==> config.mk <==
export PLATFORM = sky130hd
export DESIGN_NAME = axis_stat_top
export DESIGN_NICKNAME = d
export VERILOG_FILES = /design/src/source/axis_stat_pkg.sv /design/src/source/axil_stat_csr.sv /design/src/source/axis_pkt_monitor.sv /design/src/source/axis_reg_slice_core.sv /design/src/source/axis_stat_top.sv
export SDC_FILE = /design/constraint.sdc
export NUM_CORES = 1
export LEC_CHECK = 0
export ABC_AREA = 1
export BUFFER_PORTS_ARGS = -buffer_cell sky130_fd_sc_hd__buf_2
export CORE_AREA = 2 2 155 157
export CTS_BUF_LIST = sky130_fd_sc_hd__clkbuf_4 sky130_fd_sc_hd__clkbuf_8 sky130_fd_sc_hd__clkbuf_16
export DETAILED_ROUTE_END_ITERATION = 16
export DIE_AREA = 0 0 157 159
export GPL_TIMING_DRIVEN = 1
export PLACE_DENSITY_LB_ADDON = 0.05
export SYNTH_ARGS = -nofsm -noshare
export SYNTH_HDL_FRONTEND = slang
export SYNTH_HIERARCHICAL = 1
export SYNTH_SLANG_ARGS = --single-unit
==> constraint.sdc <==
create_clock -name clk -period 3 [get_ports clk]
set_input_delay 0.15 -clock clk [delete_from_list [all_inputs] [get_ports clk]]
set_output_delay 0.15 -clock clk [all_outputs]
set_load 0.01 [all_outputs]
==> src/source/axis_stat_pkg.sv <==
`default_nettype none

package axis_stat_pkg;

    // one stream beat, no sideband
    typedef struct packed {
        logic [31:0] data;
        logic        last;
    } axis_beat_t;

    // control from the register block to the monitor
    typedef struct packed {
        logic drop_en;  // level
        logic clear;    // single-cycle pulse
    } stat_ctrl_t;

    // statistics from the monitor
    typedef struct packed {
        logic [15:0] pkt_count;   // packets forwarded
        logic [15:0] drop_count;  // packets dropped
        logic [15:0] last_sum;    // checksum of the latest packet
    } stat_counts_t;

    // register byte offsets
    localparam logic [3:0] csr_ctrl       = 4'h0;
    localparam logic [3:0] csr_pkt_count  = 4'h4;
    localparam logic [3:0] csr_drop_count = 4'h8;
    localparam logic [3:0] csr_last_sum   = 4'hc;

    // axi response codes
    localparam logic [1:0] resp_okay   = 2'b00;
    localparam logic [1:0] resp_slverr = 2'b10;

endpackage

`default_nettype wire

==> src/source/axil_stat_csr.sv <==
`default_nettype none

// axi4-lite register block, one transaction in flight per direction
module axil_stat_csr (
    input  wire logic                         clk,
    input  wire logic                         rst_n,

    // write address and data
    input  wire logic [3:0]                   awaddr,
    input  wire logic                         awvalid,
    output logic                              awready,
    input  wire logic [31:0]                  wdata,
    input  wire logic                         wvalid,
    output logic                              wready,

    // write response
    output logic      [1:0]                   bresp,
    output logic                              bvalid,
    input  wire logic                         bready,

    // read address and data
    input  wire logic [3:0]                   araddr,
    input  wire logic                         arvalid,
    output logic                              arready,
    output logic      [31:0]                  rdata,
    output logic      [1:0]                   rresp,
    output logic                              rvalid,
    input  wire logic                         rready,

    // monitor side
    output axis_stat_pkg::stat_ctrl_t         ctrl,
    input  wire axis_stat_pkg::stat_counts_t  counts
);

    import axis_stat_pkg::*;

    logic        wr_en;
    logic        rd_en;
    logic        wr_addr_ok;
    logic        drop_en;
    logic        clear;
    logic [31:0] rd_word;
    logic [1:0]  rd_resp;

    // address and data are taken in the same cycle
    assign wr_en   = awvalid && wvalid && !bvalid;
    assign awready = wr_en;
    assign wready  = wr_en;

    assign rd_en   = arvalid && !rvalid;
    assign arready = !rvalid;

    always_comb
    begin
        case (awaddr)
            csr_ctrl, csr_pkt_count, csr_drop_count, csr_last_sum:
                wr_addr_ok = 1'b1;
            default:
                wr_addr_ok = 1'b0;
        endcase
    end

    // drop_en is stored, clear is only a pulse
    always_ff @(posedge clk or negedge rst_n)
    begin
        if (!rst_n)
        begin
            drop_en <= 1'b0;
            clear   <= 1'b0;
        end
        else
        begin
            clear <= 1'b0;
            if (wr_en && awaddr == csr_ctrl)
            begin
                drop_en <= wdata[0];
                clear   <= wdata[1];
            end
        end
    end

    assign ctrl.drop_en = drop_en;
    assign ctrl.clear   = clear;

    always_ff @(posedge clk or negedge rst_n)
    begin
        if (!rst_n)
            bvalid <= 1'b0;
        else if (wr_en)
            bvalid <= 1'b1;
        else if (bready)
            bvalid <= 1'b0;
    end

    always_ff @(posedge clk)
    begin
        if (wr_en)
            bresp <= wr_addr_ok ? resp_okay : resp_slverr;
    end

    // read mux, counters zero-extended
    always_comb
    begin
        rd_resp = resp_okay;
        case (araddr)
            csr_ctrl:       rd_word = {31'd0, drop_en};
            csr_pkt_count:  rd_word = {16'd0, counts.pkt_count};
            csr_drop_count: rd_word = {16'd0, counts.drop_count};
            csr_last_sum:   rd_word = {16'd0, counts.last_sum};
            default:
            begin
                rd_word = '0;
                rd_resp = resp_slverr;
            end
        endcase
    end

    always_ff @(posedge clk or negedge rst_n)
    begin
        if (!rst_n)
            rvalid <= 1'b0;
        else if (rd_en)
            rvalid <= 1'b1;
        else if (rready)
            rvalid <= 1'b0;
    end

    always_ff @(posedge clk)
    begin
        if (rd_en)
        begin
            rdata <= rd_word;
            rresp <= rd_resp;
        end
    end

endmodule

`default_nettype wire

==> src/source/axis_pkt_monitor.sv <==
`default_nettype none

// packet monitor, combinational on the stream
// counts forwarded and dropped packets and keeps a half-word checksum
module axis_pkt_monitor (
    input  wire logic                         clk,
    input  wire logic                         rst_n,

    input  wire axis_stat_pkg::axis_beat_t    s_beat,
    input  wire logic                         s_valid,
    output logic                              s_ready,

    output axis_stat_pkg::axis_beat_t         m_beat,
    output logic                              m_valid,
    input  wire logic                         m_ready,

    input  wire axis_stat_pkg::stat_ctrl_t    ctrl,
    output axis_stat_pkg::stat_counts_t       counts
);

    import axis_stat_pkg::*;

    logic        in_pkt;      // a packet has started and not ended
    logic        drop_hold;   // decision latched at the first beat
    logic        drop_cur;
    logic        xfer_in;
    logic        xfer_last;
    logic [15:0] beat_sum;
    logic [15:0] sum_acc;     // running checksum of earlier beats
    logic [15:0] pkt_sum;
    logic [15:0] pkt_count;
    logic [15:0] drop_count;
    logic [15:0] last_sum;

    // drop_en only matters on the first beat
    assign drop_cur = in_pkt ? drop_hold : ctrl.drop_en;

    assign m_beat  = s_beat;
    assign m_valid = s_valid && !drop_cur;
    assign s_ready = drop_cur || m_ready;  // sink dropped beats

    assign xfer_in   = s_valid && s_ready;
    assign xfer_last = xfer_in && s_beat.last;

    assign beat_sum = s_beat.data[31:16] + s_beat.data[15:0];
    assign pkt_sum  = sum_acc + beat_sum;  // includes the current beat

    always_ff @(posedge clk or negedge rst_n)
    begin
        if (!rst_n)
        begin
            in_pkt    <= 1'b0;
            drop_hold <= 1'b0;
        end
        else if (xfer_in)
        begin
            in_pkt    <= !s_beat.last;
            drop_hold <= drop_cur;
        end
    end

    always_ff @(posedge clk or negedge rst_n)
    begin
        if (!rst_n)
            sum_acc <= '0;
        else if (xfer_last)
            sum_acc <= '0;  // next packet starts fresh
        else if (xfer_in)
            sum_acc <= pkt_sum;
    end

    // clear wins over a packet ending on the same edge
    always_ff @(posedge clk or negedge rst_n)
    begin
        if (!rst_n)
        begin
            pkt_count  <= '0;
            drop_count <= '0;
            last_sum   <= '0;
        end
        else if (ctrl.clear)
        begin
            pkt_count  <= '0;
            drop_count <= '0;
            last_sum   <= '0;
        end
        else if (xfer_last)
        begin
            last_sum <= pkt_sum;
            if (drop_cur)
                drop_count <= drop_count + 16'd1;  // wraps
            else
                pkt_count <= pkt_count + 16'd1;
        end
    end

    always_comb
    begin
        counts            = '0;
        counts.pkt_count  = pkt_count;
        counts.drop_count = drop_count;
        counts.last_sum   = last_sum;
    end

endmodule

`default_nettype wire

==> src/source/axis_reg_slice_core.sv <==
`default_nettype none

// valid/ready register slice
// forward register cuts valid and payload, backward register cuts ready
module axis_reg_slice_core #(
    parameter bit forward_registered = 1'b1,
    parameter bit back_registered    = 1'b1,
    parameter int payload_width      = 32
) (
    input  wire logic                     clk,
    input  wire logic                     rst_n,

    input  wire logic [payload_width-1:0] s_payload,
    input  wire logic                     s_valid,
    output logic                          s_ready,

    output logic      [payload_width-1:0] m_payload,
    output logic                          m_valid,
    input  wire logic                     m_ready
);

    generate
        if (!forward_registered && !back_registered)
        begin : g_pass
            // plain wires, no timing cut
            assign m_payload = s_payload;
            assign m_valid   = s_valid;
            assign s_ready   = m_ready;
        end
        else if (forward_registered && !back_registered)
        begin : g_fwd
            logic [payload_width-1:0] fwd_payload;
            logic                     fwd_valid;

            assign m_payload = fwd_payload;
            assign m_valid   = fwd_valid;
            assign s_ready   = !fwd_valid || m_ready;  // empty or draining

            always_ff @(posedge clk)
            begin
                if (!fwd_valid || m_ready)
                    fwd_payload <= s_payload;
            end

            always_ff @(posedge clk or negedge rst_n)
            begin
                if (!rst_n)
                    fwd_valid <= 1'b0;
                else if (s_valid)
                    fwd_valid <= 1'b1;
                else if (m_ready)
                    fwd_valid <= 1'b0;  // drained, nothing new
            end
        end
        else if (!forward_registered && back_registered)
        begin : g_bwd
            logic [payload_width-1:0] bwd_payload;  // spare beat
            logic                     bwd_ready;

            // spare beat goes out first once ready has dropped
            assign m_payload = bwd_ready ? s_payload : bwd_payload;
            assign m_valid   = !bwd_ready || s_valid;
            assign s_ready   = bwd_ready;

            always_ff @(posedge clk)
            begin
                if (bwd_ready)
                    bwd_payload <= s_payload;
            end

            always_ff @(posedge clk or negedge rst_n)
            begin
                if (!rst_n)
                    bwd_ready <= 1'b1;
                else if (m_ready)
                    bwd_ready <= 1'b1;
                else if (s_valid)
                    bwd_ready <= 1'b0;  // beat parked in the spare
            end
        end
        else
        begin : g_both
            logic [payload_width-1:0] fwd_payload;
            logic                     fwd_valid;
            logic                     fwd_ready;
            logic [payload_width-1:0] bwd_payload;
            logic [payload_width-1:0] mid_payload;
            logic                     mid_valid;
            logic                     bwd_ready;

            assign m_payload = fwd_payload;
            assign m_valid   = fwd_valid;
            assign s_ready   = bwd_ready;

            // joint between the skid stage and the forward stage
            assign fwd_ready   = !fwd_valid || m_ready;
            assign mid_payload = bwd_ready ? s_payload : bwd_payload;
            assign mid_valid   = !bwd_ready || s_valid;

            always_ff @(posedge clk)
            begin
                if (fwd_ready)
                    fwd_payload <= mid_payload;
            end

            always_ff @(posedge clk or negedge rst_n)
            begin
                if (!rst_n)
                    fwd_valid <= 1'b0;
                else if (mid_valid)
                    fwd_valid <= 1'b1;
                else if (m_ready)
                    fwd_valid <= 1'b0;
            end

            always_ff @(posedge clk)
            begin
                if (bwd_ready)
                    bwd_payload <= s_payload;
            end

            // ready drops one cycle after the forward stage stalls
            always_ff @(posedge clk or negedge rst_n)
            begin
                if (!rst_n)
                    bwd_ready <= 1'b1;
                else if (fwd_ready)
                    bwd_ready <= 1'b1;
                else if (s_valid)
                    bwd_ready <= 1'b0;
            end
        end
    endgenerate

endmodule

`default_nettype wire

==> src/source/axis_stat_top.sv <==
`default_nettype none

// stream statistics path: in slice, monitor, out slice, plus csr block
module axis_stat_top #(
    parameter bit forward_registered = 1'b1,
    parameter bit back_registered    = 1'b1
) (
    input  wire logic                       clk,
    input  wire logic                       rst_n,

    input  wire axis_stat_pkg::axis_beat_t  s_axis_beat,
    input  wire logic                       s_axis_valid,
    output logic                            s_axis_ready,

    output axis_stat_pkg::axis_beat_t       m_axis_beat,
    output logic                            m_axis_valid,
    input  wire logic                       m_axis_ready,

    input  wire logic [3:0]                 awaddr,
    input  wire logic                       awvalid,
    output logic                            awready,
    input  wire logic [31:0]                wdata,
    input  wire logic                       wvalid,
    output logic                            wready,
    output logic      [1:0]                 bresp,
    output logic                            bvalid,
    input  wire logic                       bready,
    input  wire logic [3:0]                 araddr,
    input  wire logic                       arvalid,
    output logic                            arready,
    output logic      [31:0]                rdata,
    output logic      [1:0]                 rresp,
    output logic                            rvalid,
    input  wire logic                       rready
);

    import axis_stat_pkg::*;

    localparam int beat_w = $bits(axis_beat_t);

    logic [beat_w-1:0] mon_in_beat;   // in slice to monitor
    logic              mon_in_valid;
    logic              mon_in_ready;
    logic [beat_w-1:0] mon_out_beat;  // monitor to out slice
    logic              mon_out_valid;
    logic              mon_out_ready;
    stat_ctrl_t        ctrl;
    stat_counts_t      counts;

    axis_reg_slice_core #(
        .forward_registered (forward_registered),
        .back_registered    (back_registered),
        .payload_width      (beat_w)
    ) u_in_slice (
        .clk       (clk),
        .rst_n     (rst_n),
        .s_payload (s_axis_beat),
        .s_valid   (s_axis_valid),
        .s_ready   (s_axis_ready),
        .m_payload (mon_in_beat),
        .m_valid   (mon_in_valid),
        .m_ready   (mon_in_ready)
    );

    axis_pkt_monitor u_monitor (
        .clk     (clk),
        .rst_n   (rst_n),
        .s_beat  (mon_in_beat),
        .s_valid (mon_in_valid),
        .s_ready (mon_in_ready),
        .m_beat  (mon_out_beat),
        .m_valid (mon_out_valid),
        .m_ready (mon_out_ready),
        .ctrl    (ctrl),
        .counts  (counts)
    );

    axis_reg_slice_core #(
        .forward_registered (forward_registered),
        .back_registered    (back_registered),
        .payload_width      (beat_w)
    ) u_out_slice (
        .clk       (clk),
        .rst_n     (rst_n),
        .s_payload (mon_out_beat),
        .s_valid   (mon_out_valid),
        .s_ready   (mon_out_ready),
        .m_payload (m_axis_beat),
        .m_valid   (m_axis_valid),
        .m_ready   (m_axis_ready)
    );

    axil_stat_csr u_csr (
        .clk     (clk),
        .rst_n   (rst_n),
        .awaddr  (awaddr),
        .awvalid (awvalid),
        .awready (awready),
        .wdata   (wdata),
        .wvalid  (wvalid),
        .wready  (wready),
        .bresp   (bresp),
        .bvalid  (bvalid),
        .bready  (bready),
        .araddr  (araddr),
        .arvalid (arvalid),
        .arready (arready),
        .rdata   (rdata),
        .rresp   (rresp),
        .rvalid  (rvalid),
        .rready  (rready),
        .ctrl    (ctrl),
        .counts  (counts)
    );

endmodule

`default_nettype wire

# After elaboration in Yosys (flattened, before gate mapping)
# Cells that the tools add are included.
# word_totals
regBits,242
inputBits,82
output_inout_bits,76
word_cells,97
# op_classes
n_addsub,4
n_eq_ne,7
n_mux,30
n_reduce_logical,35
# ops
cell,n
16-bit two-way mux,10
33-bit two-way mux,2
16-bit case mux with 4 select lines,1
16-bit by 1-bit adder with 16-bit output (second input constant),2
16-bit adder,2
2-bit nonzero test,9
4-bit equality test (second input constant),4
1-bit two-way mux,15
4-bit by 3-bit equality test with 1-bit output (second input constant),2
1-bit zero test,8
4-bit zero test,2
4-bit OR reduction,2
1-bit logical AND,7
1-bit logical OR,5
2-bit two-way mux,2
2-bit AND reduction,2
2-bit by 1-bit inequality test with 1-bit output (second input constant),1

# Longest topological paths before layout
# logic_depth
word_depth,6
mapped_depth,13
depth_no_buf,12

# Cells and area by module
# The synthesis kept the hierarchy.
# modules_own_cells
module,instances,cells_per_inst,area_each_um2,seq_area_each_um2
axis_pkt_monitor,1,631,4649.5,1651.6
axis_reg_slice_core,2,184,2219.6,1702.9
axil_stat_csr,1,149,1291.2,640.6

# Least setup slack after synthesis
# OpenSTA, ideal clock, no wires.
# synth_timing
path_kind,reg-to-reg
from,"register u_in_slice.g_both.fwd_payload[2], in the netlist u_in_slice/m_payload[2]"
to,register u_monitor.last_sum[13]
arrival_ns,2.117
required_time_ns,2.882
path_slack_ns,0.765
path_stages_with_launch,13
n_path_buf,0
period_less_slack_ns,2.235
path_cell_list,edfxtp_1 fa_1 ha_1 inv_1 fa_1 inv_1 nand3_1 nand3_1 nand3_1 nand3_1 nand2_1 nand3_1 nand2_1
# synth_between
elab_chain_len,4
# synth_rtl
element,line_no,source
start: declaration,axis_reg_slice_core.sv:83,logic [payload_width-1:0] fwd_payload;
start signal: assignment,axis_reg_slice_core.sv:103,fwd_payload <= mid_payload;
16-bit adder,axis_pkt_monitor.sv:45,assign beat_sum = s_beat.data[31:16] + s_beat.data[15:0];
16-bit adder,axis_pkt_monitor.sv:46,assign pkt_sum = sum_acc + beat_sum;
16-bit two-way mux,axis_pkt_monitor.sv:87,else if (xfer_last)
16-bit two-way mux,axis_pkt_monitor.sv:81,else if (ctrl.clear)
end signal: assignment,axis_pkt_monitor.sv:89,last_sum <= pkt_sum;
end: declaration,axis_pkt_monitor.sv:33,logic [15:0] last_sum;
# Every way passes these cells. The select of a mux whose other input is x is not followed.
# A chain may end at the register's enable or synchronous reset.

# Worst setup path in the final report
# layout_timing
from,"register u_in_slice.g_both.fwd_payload[2], in the netlist u_in_slice/m_payload[2]"
to,register u_monitor.last_sum[15]
# The elaborated chain is that of the path after synthesis.

==> out/results.txt <==
Initial Utilization -> 44.8%
core region area -> 23200 um^2
DRC errors left -> 0
Detail Route Antenna Nets -> 0
latest clock arrival within the worst-skew pair -> 0.52 ns
die width -> 157 um
Req. time, crit path -> 3.41 ns
Final nets -> 1389
Int Pwr -> 7.99 mW
post-synthesis xor/xnor area fraction -> 0.844%
Port Buffers -> 109
global-route wire length before repair -> 38.5 mm
number of synthesized flops with an enable pin -> 84
Compound-Gate Fraction of Synth Area -> 2.84%
vias per inst -> 4.65
Ant. Diodes -> 0
largest net degree at the start of global routing -> 75
Hold WC Path Type -> in2reg
Buf+Inv Stages, Crit Path -> 2
vias -> 7501
critical path launch point type -> flip-flop
share of flip-flops with an asynchronous set or reset -> 33.0%
CTS root buf -> clkbuf_16
Setup Buffers After CTS -> 0
simple-gate area share of the yosys netlist -> 26.4%
final WL -> 23.5 mm
clock slew at reported path FFs -> 0.06 ns
die height -> 159 um
Synth Register Bits -> 224
PwrDens -> 1030 nW/um^2
Synth Warn # -> 6
setup TNS -> 0 ns
Power Total -> 12.6 mW
initial antenna violation count -> 0
family with the most delay on the worst path -> adder cells
Synth cell types -> 37
Crit. End Element -> flip-flop
Inserted Clock Buffers -> 25
kind of critical path -> reg2reg
status -> complete, no violations
worst vdd ir -> 0.481 mV
post-synthesis mux area share -> 0%
CP max FO -> 4
TritonRoute pass-1 iters -> 5
CTS HTree Levels -> 1
max_cap viols -> 0
switching share of power -> 36.7%
combinational family with the most area after synthesis -> simple AND/OR/NAND/NOR gates
total track usage -> 19.3%
share of cells above drive strength 1 -> 16.0%
io pins -> 158
CP Data Arrival Time -> 2.89 ns
CP most frequent cell -> nand2_1
Leakage Power -> 5.85 nW
clk sinks -> 224
CTS Hold Bufs -> 47
RSZ-0062 raised after global routing -> false
vias in the first global route -> 7349
post-synthesis sequential area ratio -> 54.9%
adder-cell share of the synthesized area -> 5.01%
Slew headroom -> 52.1%
Clock power frac -> 27.2%
Setup Skew -> 0.00732 ns
Sequential Power Share -> 38.2%
Top FF cell, synth -> edfxtp_1
Syn Area/Cell -> 9.04 um^2
CTS resizes -> 0
Slew Limit Fails -> 0
Fin. Hold Viols -> 0
switching power -> 4.62 mW
Post-Syn Instances -> 1148
slowest stage cell on the critical path -> fa_1
Starting DRT DRC Count -> 414
fin crit period -> 2.48 ns
worst-margin pin slew -> 0.718 ns
Fillers -> 2213
Period Utilization, post-route -> 82.7%
row cnt -> 56
Avg WL per Cell -> 14.6 um
Mapped Area -> 10400 um^2
final setup fails -> 0
DP Wirelength -> 16.3 mm
Comb pwr share -> 34.6%
P&R area growth vs syn -> 17.7%
gpl congestion -> 0.837
CTS tree -> built
worst-path cell chain -> fa_1 > ha_1 > inv_1 > fa_1 > inv_1 > nand2_1 > nand3_1 > nand2_1 > nand2_1 > nand2_1 > nand3_1 > nand2_1
gr ovfl total -> 0
max incr delay on CP -> 0.56 ns
highest clock rate -> 403 MHz
die area -> 25000 um^2
deepest clock path buffer count -> 3
==> routing by layer <==
metal / GRT usage [%] / part of all wire, %
met1: 28.3 / 48
met2: 30.7 / 46
met3: 2.72 / 4.8
met4: 4.00 / 1.2
met5: 0 / 0
==> flip-flops by register name (all words and copies together) (netlist names), 16 cells and up <==
register                        count
u_monitor/sum_acc                  16
u_in_slice/m_payload               33
u_in_slice/g_both.bwd_payload      33
u_monitor/pkt_count                16
u_out_slice/g_both.bwd_payload     33
u_monitor/last_sum                 16
u_monitor/drop_count               16
u_csr/rdata                        16
u_out_slice/m_payload              33
==> path summary, 6_finish.rpt <==
kind | endpoint | slack (ns) | start | depth (start not counted)
worst max-delay path | u_monitor/last_sum[15]$_DFFE_PN0P_ | 0.52 | u_in_slice/m_payload[2]$_DFFE_PP_ | 12
worst min-delay path | u_csr/bresp[1]$_DFFE_PP_ | 0.03 | wvalid | 3
worst max register to register | u_monitor/last_sum[15]$_DFFE_PN0P_ | 0.52 | u_in_slice/m_payload[2]$_DFFE_PP_ | 12
worst min register to register | u_in_slice/g_both.bwd_payload[14]$_DFF_P_ | 0.44 | u_in_slice/g_both.bwd_payload[14]$_DFF_P_ | 2
max in group asynchronous | u_monitor/pkt_count[7]$_DFFE_PN0P_ | 2.45 | rst_n | 3
min in group asynchronous | u_monitor/sum_acc[14]$_DFFE_PN0P_ | 0.19 | rst_n | 3
==> power groups by stage <==
| stage | sequential (mW) | clock, mW | combinational (mW) |
|---|---|---|---|
| 6_report | 4.82 | 3.43 | 4.36 |
| 3_5_place_dp | 4.89 | 0 | 4.34 |
| 3_3_place_gp | 4.88 | 0 | 4.31 |
| 2_1_floorplan | 4.84 | 0 | 3.31 |
| 4_1_cts | 4.84 | 3.51 | 4.42 |
| 5_1_grt | 4.93 | 3.65 | 5.07 |
==> area by class of cell <==
type | count | area [um^2] | area share (%)
tap | 319 | 399 | 3.27
clock buffer | 28 | 648 | 5.31
sequential | 224 | 5700 | 46.7
inverter | 101 | 394 | 3.23
clock inverter | 18 | 283 | 2.32
multi-input combinational | 760 | 3710 | 30.4
timing repair buffer | 163 | 1080 | 8.85
==> cells in the mapped netlist (3+ instances only) <==
library cell | number | area share (%)
a21oi_1 | 14 | 0.68
buf_2 | 3 | 0.14
buf_4 | 62 | 4.5
buf_6 | 11 | 1.2
dfrtp_1 | 72 | 17
dfxtp_1 | 66 | 13
edfxtp_1 | 84 | 24
fa_1 | 16 | 3.1
ha_1 | 16 | 1.9
inv_1 | 92 | 3.3
inv_2 | 7 | 0.25
nand2_1 | 436 | 16
nand2_2 | 26 | 1.6
nand3_1 | 74 | 3.6
nand3_2 | 3 | 0.29
nand4_1 | 25 | 1.5
nor2_1 | 57 | 2.1
nor2_4 | 3 | 0.33
nor3_1 | 10 | 0.48
o21ai_0 | 19 | 0.92
o21ai_1 | 20 | 0.96
xnor2_1 | 6 | 0.51
xor2_1 | 4 | 0.34
==> logic make-up after synthesis <==
logic type | Yosys count
compound gates | 57
xor+xnor | 10
fa+ha+maj | 32
buf+inv | 181
flops | 224
other cells | 1
simple gates | 643
==> stage by stage <==
step	hold slack (ns)	util (%)	cells	worst slack, ns	area [um^2]
after floorplan	-0.146	-	1165	0.765	10400
after global placement	0.234	46.6	1520	0.515	10800
after detailed placement	0.231	46.6	1520	0.511	10800
after CTS	0.00677	52.7	1613	0.510	12200
after global routing	0.00757	52.7	1613	0.325	12200
final	0.0257	52.7	1613	0.519	12200
==> tightest hold or removal path: cells and delay by family <==
| family | cells | cell delay (ns) |
|---|---|---|
| buffers and inverters | 1 | 0.11 |
| AND/OR/NAND/NOR | 2 | 0.12 |
==> placed cells by master, fill, tap and decap left out, types with 26 or more instances in the layout <==
master         instances
nor2_1                57
nand2_2               26
buf_2                109
dfxtp_1               66
nand2_1              436
dlygate4sd3_1         47
nand3_1               74
dfrtp_1               72
edfxtp_1              84
inv_1                 92
Power figures use the tool's default switching activity.
